## src/common/cpu_pkg.sv

```systemverilog
`default_nettype none

package cpu_pkg;

    //////////////////////////////
    // widths
    //////////////////////////////
    localparam int xlen = 32;
    localparam int reg_count = 32;
    localparam int imm_w = 12;
    // shift amount comes from the low bits of operand 2
    localparam int shamt_w = 5;

    typedef logic [4:0] reg_sel_t;

    //////////////////////////////
    // instruction fields
    //////////////////////////////
    localparam int op_msb = 31;
    localparam int op_lsb = 27;
    localparam int rd_msb = 26;
    localparam int rd_lsb = 22;
    localparam int rs1_msb = 21;
    localparam int rs1_lsb = 17;
    localparam int rs2_msb = 16;
    localparam int rs2_lsb = 12;
    localparam int imm_msb = 11;
    localparam int imm_lsb = 0;

    // anything outside this list decodes as nop
    typedef enum logic [4:0] {
        op_nop  = 5'd0,
        op_add  = 5'd1,
        op_sub  = 5'd2,
        op_and  = 5'd3,
        op_or   = 5'd4,
        op_xor  = 5'd5,
        op_shl  = 5'd6,
        op_shr  = 5'd7,
        op_addi = 5'd8,
        op_andi = 5'd9,
        op_ori  = 5'd10
    } opcode_e;

    typedef enum logic [2:0] {
        alu_add,
        alu_sub,
        alu_and,
        alu_or,
        alu_xor,
        alu_shl,
        alu_shr
    } alu_op_e;

    // operand source for execute
    typedef enum logic {
        fwd_rf,
        fwd_wb
    } fwd_sel_e;

    //////////////////////////////
    // pipeline payloads
    //////////////////////////////
    typedef struct packed {
        alu_op_e             alu_op;
        logic                imm_sel;
        reg_sel_t            rs1;
        reg_sel_t            rs2;
        reg_sel_t            rd;
        logic                we;
        logic [xlen-1:0]     op1;
        logic [xlen-1:0]     op2;
        logic [xlen-1:0]     imm;
    } de_ex_t;

    typedef struct packed {
        reg_sel_t            rd;
        logic                we;
        logic [xlen-1:0]     result;
    } ex_wb_t;

endpackage

`default_nettype wire

```

## src/decode/instr_decode.sv

```systemverilog
`timescale 1ns/1ns
`default_nettype none

module instr_decode (
    input  logic [cpu_pkg::xlen-1:0]    instr,
    output cpu_pkg::reg_sel_t           rf_rd1_sel,
    output cpu_pkg::reg_sel_t           rf_rd2_sel,
    input  logic [cpu_pkg::xlen-1:0]    rf_rd1_data,
    input  logic [cpu_pkg::xlen-1:0]    rf_rd2_data,
    output cpu_pkg::de_ex_t             payload
);

    //////////////////////////////
    // field split
    //////////////////////////////
    cpu_pkg::opcode_e           opcode;
    cpu_pkg::reg_sel_t          rd;
    cpu_pkg::reg_sel_t          rs1;
    cpu_pkg::reg_sel_t          rs2;
    logic [cpu_pkg::imm_w-1:0]  imm_raw;
    logic [cpu_pkg::xlen-1:0]   imm_ext;

    // control
    cpu_pkg::alu_op_e           alu_op;
    logic                       imm_sel;
    logic                       writes;

    assign opcode  = cpu_pkg::opcode_e'(instr[cpu_pkg::op_msb:cpu_pkg::op_lsb]);
    assign rd      = instr[cpu_pkg::rd_msb:cpu_pkg::rd_lsb];
    assign rs1     = instr[cpu_pkg::rs1_msb:cpu_pkg::rs1_lsb];
    assign rs2     = instr[cpu_pkg::rs2_msb:cpu_pkg::rs2_lsb];
    assign imm_raw = instr[cpu_pkg::imm_msb:cpu_pkg::imm_lsb];

    // sign extend
    assign imm_ext = {{(cpu_pkg::xlen - cpu_pkg::imm_w){imm_raw[cpu_pkg::imm_w-1]}}, imm_raw};

    //////////////////////////////
    // opcode map
    //////////////////////////////
    always_comb begin
        alu_op  = cpu_pkg::alu_add;
        imm_sel = 1'b0;
        writes  = 1'b1;
        case (opcode)
            cpu_pkg::op_add:  alu_op = cpu_pkg::alu_add;
            cpu_pkg::op_sub:  alu_op = cpu_pkg::alu_sub;
            cpu_pkg::op_and:  alu_op = cpu_pkg::alu_and;
            cpu_pkg::op_or:   alu_op = cpu_pkg::alu_or;
            cpu_pkg::op_xor:  alu_op = cpu_pkg::alu_xor;
            cpu_pkg::op_shl:  alu_op = cpu_pkg::alu_shl;
            cpu_pkg::op_shr:  alu_op = cpu_pkg::alu_shr;
            cpu_pkg::op_addi: begin
                alu_op  = cpu_pkg::alu_add;
                imm_sel = 1'b1;
            end
            cpu_pkg::op_andi: begin
                alu_op  = cpu_pkg::alu_and;
                imm_sel = 1'b1;
            end
            cpu_pkg::op_ori: begin
                alu_op  = cpu_pkg::alu_or;
                imm_sel = 1'b1;
            end
            // nop and unknown opcodes
            default: writes = 1'b0;
        endcase
    end

    // rf read addresses straight from the fields
    assign rf_rd1_sel = rs1;
    assign rf_rd2_sel = rs2;

    // payload into de/ex, rd 0 never writes
    always_comb begin
        payload.alu_op  = alu_op;
        payload.imm_sel = imm_sel;
        payload.rs1     = rs1;
        payload.rs2     = rs2;
        payload.rd      = rd;
        payload.we      = writes && (rd != '0);
        payload.op1     = rf_rd1_data;
        payload.op2     = rf_rd2_data;
        payload.imm     = imm_ext;
    end

endmodule

`default_nettype wire

```

## src/decode/reg_file.sv

```systemverilog
`timescale 1ns/1ns
`default_nettype none

module reg_file (
    input  logic                        clk,
    input  logic                        rst_n,
    input  cpu_pkg::reg_sel_t           rd1_sel,
    input  cpu_pkg::reg_sel_t           rd2_sel,
    output logic [cpu_pkg::xlen-1:0]    rd1_data,
    output logic [cpu_pkg::xlen-1:0]    rd2_data,
    input  logic                        we,
    input  cpu_pkg::reg_sel_t           wr_sel,
    input  logic [cpu_pkg::xlen-1:0]    wr_data
);

    // r0 has no storage
    logic [cpu_pkg::xlen-1:0] regs [1:cpu_pkg::reg_count-1];

    // r0 -> zero, same-cycle write -> bypass, else stored value
    function automatic logic [cpu_pkg::xlen-1:0] read_port(input cpu_pkg::reg_sel_t sel);
        logic [cpu_pkg::xlen-1:0] val;
        if (sel == '0) begin
            val = '0;
        end else if (we && (sel == wr_sel)) begin
            val = wr_data;
        end else begin
            val = regs[sel];
        end
        return val;
    endfunction

    //////////////////////////////
    // write port
    //////////////////////////////
    always_ff @(posedge clk or negedge rst_n) begin
        if (!rst_n) begin
            for (int i = 1; i < cpu_pkg::reg_count; i++) begin
                regs[i] <= '0;
            end
        end else if (we && (wr_sel != '0)) begin
            regs[wr_sel] <= wr_data;
        end
    end

    // read ports
    always_comb begin
        rd1_data = read_port(rd1_sel);
        rd2_data = read_port(rd2_sel);
    end

endmodule

`default_nettype wire

```

## src/execute/alu.sv

```systemverilog
`timescale 1ns/1ns
`default_nettype none

module alu (
    input  cpu_pkg::de_ex_t             op_in,
    input  cpu_pkg::fwd_sel_e           fwd1_sel,
    input  cpu_pkg::fwd_sel_e           fwd2_sel,
    input  logic [cpu_pkg::xlen-1:0]    fwd_data,
    output cpu_pkg::ex_wb_t             result
);

    //////////////////////////////
    // operand select
    //////////////////////////////
    logic [cpu_pkg::xlen-1:0]       src1;
    logic [cpu_pkg::xlen-1:0]       src2_reg;
    logic [cpu_pkg::xlen-1:0]       src2;
    logic [cpu_pkg::shamt_w-1:0]    shamt;
    logic [cpu_pkg::xlen-1:0]       alu_out;

    // forwarding muxes
    always_comb begin
        if (fwd1_sel == cpu_pkg::fwd_wb) begin
            src1 = fwd_data;
        end else begin
            src1 = op_in.op1;
        end
    end

    always_comb begin
        if (fwd2_sel == cpu_pkg::fwd_wb) begin
            src2_reg = fwd_data;
        end else begin
            src2_reg = op_in.op2;
        end
    end

    // immediate wins over rs2 for the i-type ops
    assign src2 = op_in.imm_sel ? op_in.imm : src2_reg;

    // low bits only
    assign shamt = src2[cpu_pkg::shamt_w-1:0];

    //////////////////////////////
    // compute
    //////////////////////////////
    always_comb begin
        case (op_in.alu_op)
            cpu_pkg::alu_add: alu_out = src1 + src2;
            cpu_pkg::alu_sub: alu_out = src1 - src2;
            cpu_pkg::alu_and: alu_out = src1 & src2;
            cpu_pkg::alu_or:  alu_out = src1 | src2;
            cpu_pkg::alu_xor: alu_out = src1 ^ src2;
            cpu_pkg::alu_shl: alu_out = src1 << shamt;
            // logical shift, zero fill
            cpu_pkg::alu_shr: alu_out = src1 >> shamt;
            default:          alu_out = '0;
        endcase
    end

    // rd and we ride along to writeback
    always_comb begin
        result.rd     = op_in.rd;
        result.we     = op_in.we;
        result.result = alu_out;
    end

endmodule

`default_nettype wire

```

## src/cpu.sv

```systemverilog
`timescale 1ns/1ns
`default_nettype none

module cpu (
    input  logic                        clk,
    input  logic                        rst_n,
    input  logic                        instr_valid,
    input  logic [cpu_pkg::xlen-1:0]    instr,
    output logic                        wb_valid,
    output cpu_pkg::reg_sel_t           wb_sel,
    output logic [cpu_pkg::xlen-1:0]    wb_data
);

    //////////////////////////////
    // decode stage
    //////////////////////////////
    cpu_pkg::reg_sel_t          rd1_sel;
    cpu_pkg::reg_sel_t          rd2_sel;
    logic [cpu_pkg::xlen-1:0]   rd1_data;
    logic [cpu_pkg::xlen-1:0]   rd2_data;
    cpu_pkg::de_ex_t            de_payload;

    // execute stage
    logic                       ex_valid;
    cpu_pkg::de_ex_t            ex_payload;
    cpu_pkg::fwd_sel_e          fwd1_sel;
    cpu_pkg::fwd_sel_e          fwd2_sel;
    cpu_pkg::ex_wb_t            ex_result;

    // writeback stage
    cpu_pkg::ex_wb_t            wb_payload;

    instr_decode i_decode (
        .instr       (instr),
        .rf_rd1_sel  (rd1_sel),
        .rf_rd2_sel  (rd2_sel),
        .rf_rd1_data (rd1_data),
        .rf_rd2_data (rd2_data),
        .payload     (de_payload)
    );

    // write port fed straight from the ex/wb register
    reg_file i_reg_file (
        .clk      (clk),
        .rst_n    (rst_n),
        .rd1_sel  (rd1_sel),
        .rd2_sel  (rd2_sel),
        .rd1_data (rd1_data),
        .rd2_data (rd2_data),
        .we       (wb_valid),
        .wr_sel   (wb_payload.rd),
        .wr_data  (wb_payload.result)
    );

    pipe_reg #(.payload_t(cpu_pkg::de_ex_t)) i_de_ex (
        .clk       (clk),
        .rst_n     (rst_n),
        .in_valid  (instr_valid),
        .in_data   (de_payload),
        .out_valid (ex_valid),
        .out_data  (ex_payload)
    );

    fwd_ctrl i_fwd_ctrl (
        .ex_rs1   (ex_payload.rs1),
        .ex_rs2   (ex_payload.rs2),
        .wb_valid (wb_valid),
        .wb_we    (wb_payload.we),
        .wb_rd    (wb_payload.rd),
        .fwd1_sel (fwd1_sel),
        .fwd2_sel (fwd2_sel)
    );

    alu i_alu (
        .op_in    (ex_payload),
        .fwd1_sel (fwd1_sel),
        .fwd2_sel (fwd2_sel),
        .fwd_data (wb_payload.result),
        .result   (ex_result)
    );

    // only writing instructions enter writeback
    pipe_reg #(.payload_t(cpu_pkg::ex_wb_t)) i_ex_wb (
        .clk       (clk),
        .rst_n     (rst_n),
        .in_valid  (ex_valid & ex_result.we),
        .in_data   (ex_result),
        .out_valid (wb_valid),
        .out_data  (wb_payload)
    );

    assign wb_sel  = wb_payload.rd;
    assign wb_data = wb_payload.result;

endmodule

`default_nettype wire

```

## src/fwd_ctrl.sv

```systemverilog
`timescale 1ns/1ns
`default_nettype none

module fwd_ctrl (
    input  cpu_pkg::reg_sel_t ex_rs1,
    input  cpu_pkg::reg_sel_t ex_rs2,
    input  logic              wb_valid,
    input  logic              wb_we,
    input  cpu_pkg::reg_sel_t wb_rd,
    output cpu_pkg::fwd_sel_e fwd1_sel,
    output cpu_pkg::fwd_sel_e fwd2_sel
);

    //////////////////////////////
    // hazard detect
    //////////////////////////////

    // older instr in writeback has a live result
    logic wb_live;

    // same compare for both operands
    function automatic cpu_pkg::fwd_sel_e pick_src(
        input cpu_pkg::reg_sel_t rs,
        input cpu_pkg::reg_sel_t rd,
        input logic              live
    );
        cpu_pkg::fwd_sel_e sel;
        if (live && (rs == rd)) begin
            sel = cpu_pkg::fwd_wb;
        end else begin
            sel = cpu_pkg::fwd_rf;
        end
        return sel;
    endfunction

    // r0 never forwards, it always reads zero
    assign wb_live = wb_valid && wb_we && (wb_rd != '0);

    // execute read the rf one cycle before this write lands
    assign fwd1_sel = pick_src(ex_rs1, wb_rd, wb_live);
    assign fwd2_sel = pick_src(ex_rs2, wb_rd, wb_live);

endmodule

`default_nettype wire

```

## src/pipe_reg.sv

```systemverilog
`timescale 1ns/1ns
`default_nettype none

module pipe_reg #(
    parameter type payload_t = logic [31:0]
) (
    input  logic     clk,
    input  logic     rst_n,
    input  logic     in_valid,
    input  payload_t in_data,
    output logic     out_valid,
    output payload_t out_data
);

    // valid tag
    always_ff @(posedge clk or negedge rst_n) begin
        if (!rst_n) begin
            out_valid <= 1'b0;
        end else begin
            out_valid <= in_valid;
        end
    end

    // payload holds while the stage is idle
    always_ff @(posedge clk) begin
        if (in_valid) begin
            out_data <= in_data;
        end
    end

endmodule

`default_nettype wire
```

## config.mk

```make
export PLATFORM = sky130hd
export DESIGN_NAME = cpu
export DESIGN_NICKNAME = d
export VERILOG_FILES = /design/src/common/cpu_pkg.sv /design/src/decode/instr_decode.sv /design/src/decode/reg_file.sv /design/src/execute/alu.sv /design/src/cpu.sv /design/src/fwd_ctrl.sv /design/src/pipe_reg.sv
export SDC_FILE = /design/constraint.sdc
export NUM_CORES = 2
export LEC_CHECK = 0
export BUFFER_PORTS_ARGS = -buffer_cell sky130_fd_sc_hd__buf_2
export CORE_MARGIN = 2
export CORE_UTILIZATION = 45
export DETAILED_ROUTE_END_ITERATION = 10
export PLACE_DENSITY = 0.6
export SETUP_SLACK_MARGIN = 0.5
export SYNTH_ARGS = -nofsm -noshare
export SYNTH_HDL_FRONTEND = slang
export SYNTH_SLANG_ARGS = --single-unit
```

## constraint.sdc

```tcl
create_clock -name clk -period 10.7 [get_ports clk]
set_input_delay 2.14 -clock clk [delete_from_list [all_inputs] [get_ports clk]]
set_output_delay 2.14 -clock clk [all_outputs]
set_load 0.005 [all_outputs]
```

After elaboration in Yosys (flattened, before gate mapping) --
Index checks and enable logic that the tools add are counted.
Storage, ports and cells: register bits after elaboration 1128, output and inout bits 38, input bits 35, word-level logic and storage cells 118
Cells by class: $lt $le $gt $ge 4, multiplexer cells 20, bitwise gates (word level) 7, shifts and indexed selects 2, add/subtract/negate cells 2, reduce and logical (&&, ||, !) cells 18, equal/unequal tests 20
Operators with widths (count):
- $bwmux 992 | 1
- $bmux 32 s5 | 2
- $mux 32 | 10
- $pmux 32 s7 | 1
- $demux 32 s5 | 1
- $add 32x32->32 | 1
- $and 32x32->32 | 1
- $or 32x32->32 | 1
- $shl 32x5->32 | 1
- $shr 32x5->32 | 1
- $sub 32x32->32 | 1
- $xor 32x32->32 | 1
- $eq 5x3->1 const B | 4
- $eq 5x5->1 | 4
- $ge 6x6->1 const B | 3
- $not 5->6 | 3
- $pmux 3 s6 | 1
- $eq 5x4->1 const B | 3
- $eq 5x2->1 const B | 2
- $logic_not 5->1 | 2
- $reduce_bool 5->1 | 2
- $reduce_or 10->1 | 1
- $eq 3x3->1 const B | 3
- $logic_and 1x1->1 | 9
- other kinds (9) | 14

Depth between registers and ports, before layout --
depth after elaboration 8, gate-level depth with buffers 27, gate-level depth less buffers 22

Cells and area by module --
From an unflattened synthesis, not the netlist that was laid out.
Second synthesis, totals: cells, all modules 5307, area total of the unflattened synthesis 68799.7 um^2
By module, submodules not included:
- reg_file | sequential area each 24823.8 um^2, instances 1, area an instance 54139.4 um^2, cells each 3731
- alu | sequential area each 0.0 um^2, instances 1, area an instance 8802.2 um^2, cells each 1263
- pipe_reg (i_de_ex) | sequential area each 3508.4 um^2, instances 1, area an instance 3508.4 um^2, cells each 117
- pipe_reg (i_ex_wb) | sequential area each 1166.1 um^2, instances 1, area an instance 1166.1 um^2, cells each 39
- instr_decode | sequential area each 0.0 um^2, instances 1, area an instance 1047.3 um^2, cells each 140
- fwd_ctrl | sequential area each 0.0 um^2, instances 1, area an instance 130.1 um^2, cells each 16
- cpu | sequential area each 0.0 um^2, instances 1, area an instance 6.3 um^2, cells each 1

Least setup slack after synthesis --
OpenSTA, ideal clock, no wires.
path type register to register, from register i_ex_wb.out_data[37] (netlist bit), to register i_ex_wb.out_data[31] (netlist bit) (data pin), path buffers 4, arrival 5.892 ns, stages on the path, launching flop included 25, setup slack 4.548 ns, library setup time 0.261 ns, required time 10.439 ns, period minus slack after synthesis 6.152 ns, cell sequence edfxtp_1 buf_6 xor2_1 nor4_2 a21boi_0 o31ai_1 buf_2 buf_2 clkbuf_1 ha_1 nand2_2 nor2b_1 nor2_1 xnor2_1 ha_1 a21o_1 a21o_1 or3_1 o31ai_2 a21oi_1 o41ai_1 nor3_1 a2111oi_1 xnor2_1 a221o_1
On the way: cells in the longest elaborated chain, start to end 8, elaborated cells on any way between the ends 19, classes of those cells add/sub (2); eq/ne (2); shift (2); mux (6); bitwise (3); reduce/logical (4)
Ends and longest elaborated chain:
- start, declared | line pipe_reg.sv:12 | output payload_t out_data
- start signal, assigned | line pipe_reg.sv:27 | out_data <= in_data;
- $reduce_bool 5->1 | line fwd_ctrl.sv:37 | assign wb_live = wb_valid && wb_we && (wb_rd != '0);
- $logic_and 1x1->1 | line fwd_ctrl.sv:37
- $logic_and 1x1->1 | line fwd_ctrl.sv:28 | if (live && (rs == rd)) begin
- $mux 1 | line fwd_ctrl.sv:28
- $mux 32 | line alu.sv:31 | if (fwd2_sel == cpu_pkg::fwd_wb) begin
- $mux 32 | line alu.sv:39 | assign src2 = op_in.imm_sel ? op_in.imm : src2_reg;
- $sub 32x32->32, or another cell as far along | line alu.sv:50 | cpu_pkg::alu_sub: alu_out = src1 - src2;
- $pmux 32 s7 (*) | line alu.sv:48 | case (op_in.alu_op)
Mark *: on every way between the ends. The rest lies on a longest branch, timed or not. A chain may end at the register's enable or synchronous reset.

Final worst setup path --
Ends and elaborated chain as after synthesis.

==> out/qor.log <==
INFO  run_status     run_status=finished, final reports clean
INFO  logic_synthesis mappedNetlistArea=66500um2
INFO  power          power.ir.vdd_worst=0.157mV
INFO  drt            drc=0
INFO  critical_path  critical_path.endpoint_type=register
INFO  sta            max-slew-margin-rel=12.0%
INFO  grt            grt_pass1_wl=324mm
INFO  logic_synthesis synth.area.top_cells=dfrtp_1 37%, mux4_2 20%, mux2_2 18%, edfxtp_1 6.1%, mux2i_1 3.7%
INFO  critical_path  worstSetupPathType=reg2reg
INFO  logic_synthesis synth_enable_flop_cells=134
INFO  logic_synthesis synth-async-reset-ratio=88.1%
INFO  die            pin_count=73
INFO  logic_synthesis yosys.cell_count.top_type=mux2_2
INFO  die            cell_row_count=141
INFO  clock_tree     post_cts_hold_buffer_count=0
INFO  sta            rsz0062_at_grt=false
INFO  grt            grt_start_max_net_pins=179
INFO  sta            final.setup.tns=0ns
INFO  critical_path  critical_path.max_fanout=34
INFO  clock_tree     cts.sinks=1128
INFO  cells_and_area final.fill_count=12701
INFO  placed_design  hpwl_after_detailed_placement=131mm
INFO  die            die_width=388um
INFO  logic_synthesis netlist.top_cell.by_area=dfrtp_1
INFO  placed_design  routability_congestion_estimate=1.06
INFO  power          design_power_total=0.0138W
INFO  cells_and_area area_delta_synth_final=9.91%
INFO  sta            timing.final.hold_violations=0
INFO  drt            drt-vias-per-instance=6.67
INFO  sta            fmax=131MHz
INFO  logic_synthesis netlist_top_cells_count=1063 x mux2_2, 994 x dfrtp_1, 581 x mux4_2, 318 x clkbuf_1, 247 x mux2i_1
INFO  logic_synthesis yosys_register_bits=1128
INFO  power          power_density=188nW/um2
INFO  drt            num_vias=44657
INFO  grt            track_usage=29.7%
INFO  drt            antenna_left=0
INFO  grt            grt_antenna_before_repair=7
INFO  critical_path  start_kind=register
INFO  critical_path  worstPathRequired=11.25ns
INFO  grt            grt_overflow=0
INFO  die            die_h=388um
INFO  flow_run       drv_cap=0
INFO  drt            drt_first_iter_violations=5212
INFO  logic_synthesis number_of_unique_standard_cell_types_used_by_synthesis=82
INFO  logic_synthesis ys.warnings.count=0
INFO  sta            post-route-min-period=7.65ns
INFO  cells_and_area final_net_count=4804
INFO  clock_tree     number_of_clock_buffers_inserted_by_tritoncts=130
INFO  drt            first_pass_iters=7
INFO  power          power.static_leakage=32.5nW
INFO  grt            grt_pass1_vias=44487
INFO  logic_synthesis ys_seq_area_share=43.5%
INFO  logic_synthesis yosys_most_used_dff=dfrtp_1
INFO  clock_tree     buffer_type_at_the_clock_tree_root=clkbuf_16
INFO  sta            finalSetupViolCount=0
INFO  clock_tree     worstSkewPairLatency=0.79ns
INFO  drt            route.final.wire_length=223mm
INFO  cells_and_area drive_above_1_share=44.3%
INFO  clock_tree     clock_tree_from_tritoncts=built
INFO  sta            final_min_period_over_clock_period=71.5%
INFO  logic_synthesis synth_area_per_cell=13.8um2
INFO  logic_synthesis synth_top_area_share=37.4%
INFO  clock_tree     clock_path_buffers=3
INFO  clock_tree     post-cts-setup-buffer-count=0
INFO  sta            slew_viol_final=0
INFO  sta            worst-slew-pin-transition=1.28ns
INFO  clock_tree     htree_levels=4
INFO  placed_design  portBuffers=72
INFO  logic_synthesis synth_cells=4816
INFO  sta            timing.clock.skew=0.0222ns
INFO  cells_and_area antenna_cells_inserted=0
INFO  drt            route.detailed.wl_per_inst=33.4um
INFO  die            core_area=147000um2
INFO  die            floorplan.initialDensity=45.2%
INFO  logic_synthesis net_count_after_synthesis=4949
INFO  critical_path  critPathArrivalTime=8.20ns
INFO  clock_tree     cts.reportedPaths.clkPinSlew=0.08ns
INFO  die            dieArea=151000um2
INFO  clock_tree     post_cts.resized_instances=0
INFO  worst_hold_path hp-class=reg2reg
[sequential cells by signal (all words and copies together) (netlist names)]
name	cells
i_ex_wb.out_valid	1
i_de_ex.out_data	96
i_ex_wb.out_data	38
i_de_ex.out_valid	1
i_reg_file.regs	992
[kinds of logic after synthesis]
group                      after synthesis  share of synthesized area [%]
muxes                                 1895                           41.5
and+or+nand+nor                        540                           3.62
xor gates and xnor gates                74                          0.975
DFF                                   1128                           43.5
AOI/OAI and AO/OA                      522                           5.26
buffers and inverters                  559                           3.35
adders and majority gates               98                           1.86
[final timing paths]
kind	from	end	slack (ns)	cells after the start
max	i_ex_wb.out_data[37]$_DFFE_PP_	i_ex_wb.out_data[31]$_SDFFCE_PN0P_	3.05	20
min	i_de_ex.out_data[99]$_DFFE_PP_	i_ex_wb.out_data[35]$_DFFE_PP_	0.43	0
max reg2reg	i_ex_wb.out_data[37]$_DFFE_PP_	i_ex_wb.out_data[31]$_SDFFCE_PN0P_	3.05	20
min reg2reg	i_de_ex.out_data[99]$_DFFE_PP_	i_ex_wb.out_data[35]$_DFFE_PP_	0.43	0
max in group asynchronous	rst_n	i_reg_file.regs[851]$_DFFE_PN0P_	7.18	3
min in group asynchronous	rst_n	i_reg_file.regs[413]$_DFFE_PN0P_	1.37	1
[routing by layer]
metal | track usage, % | part of all wire, % | vias up
met4 | 9.86 | 3.4 | 2
met2 | 44.1 | 44 | 1970
met5 | 0 | 0.0031 | -
met1 | 43.9 | 44 | 24094
li1 | - | - | 18227
met3 | 5.50 | 8.1 | 364
[layout by cell type (no fill, tap or decap), types with 10 or more instances in the layout]
| cell | instances |
|---|---|
| a211o_1 | 12 |
| a211oi_1 | 13 |
| a21o_1 | 25 |
| a21oi_1 | 135 |
| a22o_1 | 64 |
| a22oi_1 | 38 |
| a31oi_1 | 22 |
| buf_12 | 10 |
| buf_2 | 60 |
| buf_4 | 131 |
| clkbuf_1 | 28 |
| clkbuf_16 | 136 |
| clkbuf_8 | 26 |
| clkinv_2 | 16 |
| dfrtp_1 | 994 |
| edfxtp_1 | 134 |
| ha_1 | 97 |
| inv_1 | 71 |
| mux2_2 | 1063 |
| mux2i_1 | 247 |
| mux4_2 | 581 |
| nand2_1 | 143 |
| nand2b_1 | 10 |
| nand3_1 | 23 |
| nor2_1 | 220 |
| nor2_4 | 14 |
| nor3_1 | 37 |
| o211ai_1 | 18 |
| o21a_1 | 10 |
| o21ai_0 | 85 |
| o22ai_1 | 30 |
| or3_1 | 10 |
| xnor2_1 | 46 |
| xor2_1 | 28 |
[metrics by stage]
stage          worst slack (ns)  instances  area (um2)  utilization [%]  hold WS, ns
3_3_place_gp               3.34       6469       68800             46.8        0.448
3_5_place_dp               3.15       6469       68800             46.8        0.405
2_1_floorplan              4.55       4816       66500                -        0.400
5_1_grt                    2.68       6696       73100             49.7        0.448
4_1_cts                    3.16       6696       73100             49.7        0.435
6_report                   3.05       6696       73100             49.7        0.431
[critical path, stage by stage, from the launching register on]
cell,delay (ns)
edfxtp_1,0.81
xor2_1,0.21
nor4_2,0.76
nand2_2,0.08
buf_4,0.31
o221ai_1,0.77
nand2_1,0.48
nor2_1,0.26
a21oi_1,0.10
xnor2_1,0.18
ha_1,0.24
a21o_1,0.16
a21o_1,0.18
or3_1,0.35
o31ai_2,0.46
a21oi_1,0.22
o41ai_1,0.78
nor3_1,0.11
a2111oi_1,0.50
xnor2_1,0.14
a221o_1,0.30
[final cells by class]
class	count	area [um2]	area share (%)
flip-flops and latches	1128	28900	39.5
repair buffers	208	1580	2.16
clock buffers	190	3870	5.29
multi-input cells	3129	35600	48.8
inverters	74	278	0.380
clock inverters	37	407	0.556
well taps	1930	2410	3.30
[power by group]
| part | internal [W] | leakage, nW | switching [W] |
|---|---|---|---|
| combinational | 0.00184 | 15.7 | 0.00166 |
| clock | 0.00263 | 2.10 | 0.00188 |
| sequential | 0.00519 | 14.6 | 0.000564 |
No activity file was read; power rests on OpenSTA's default activity.
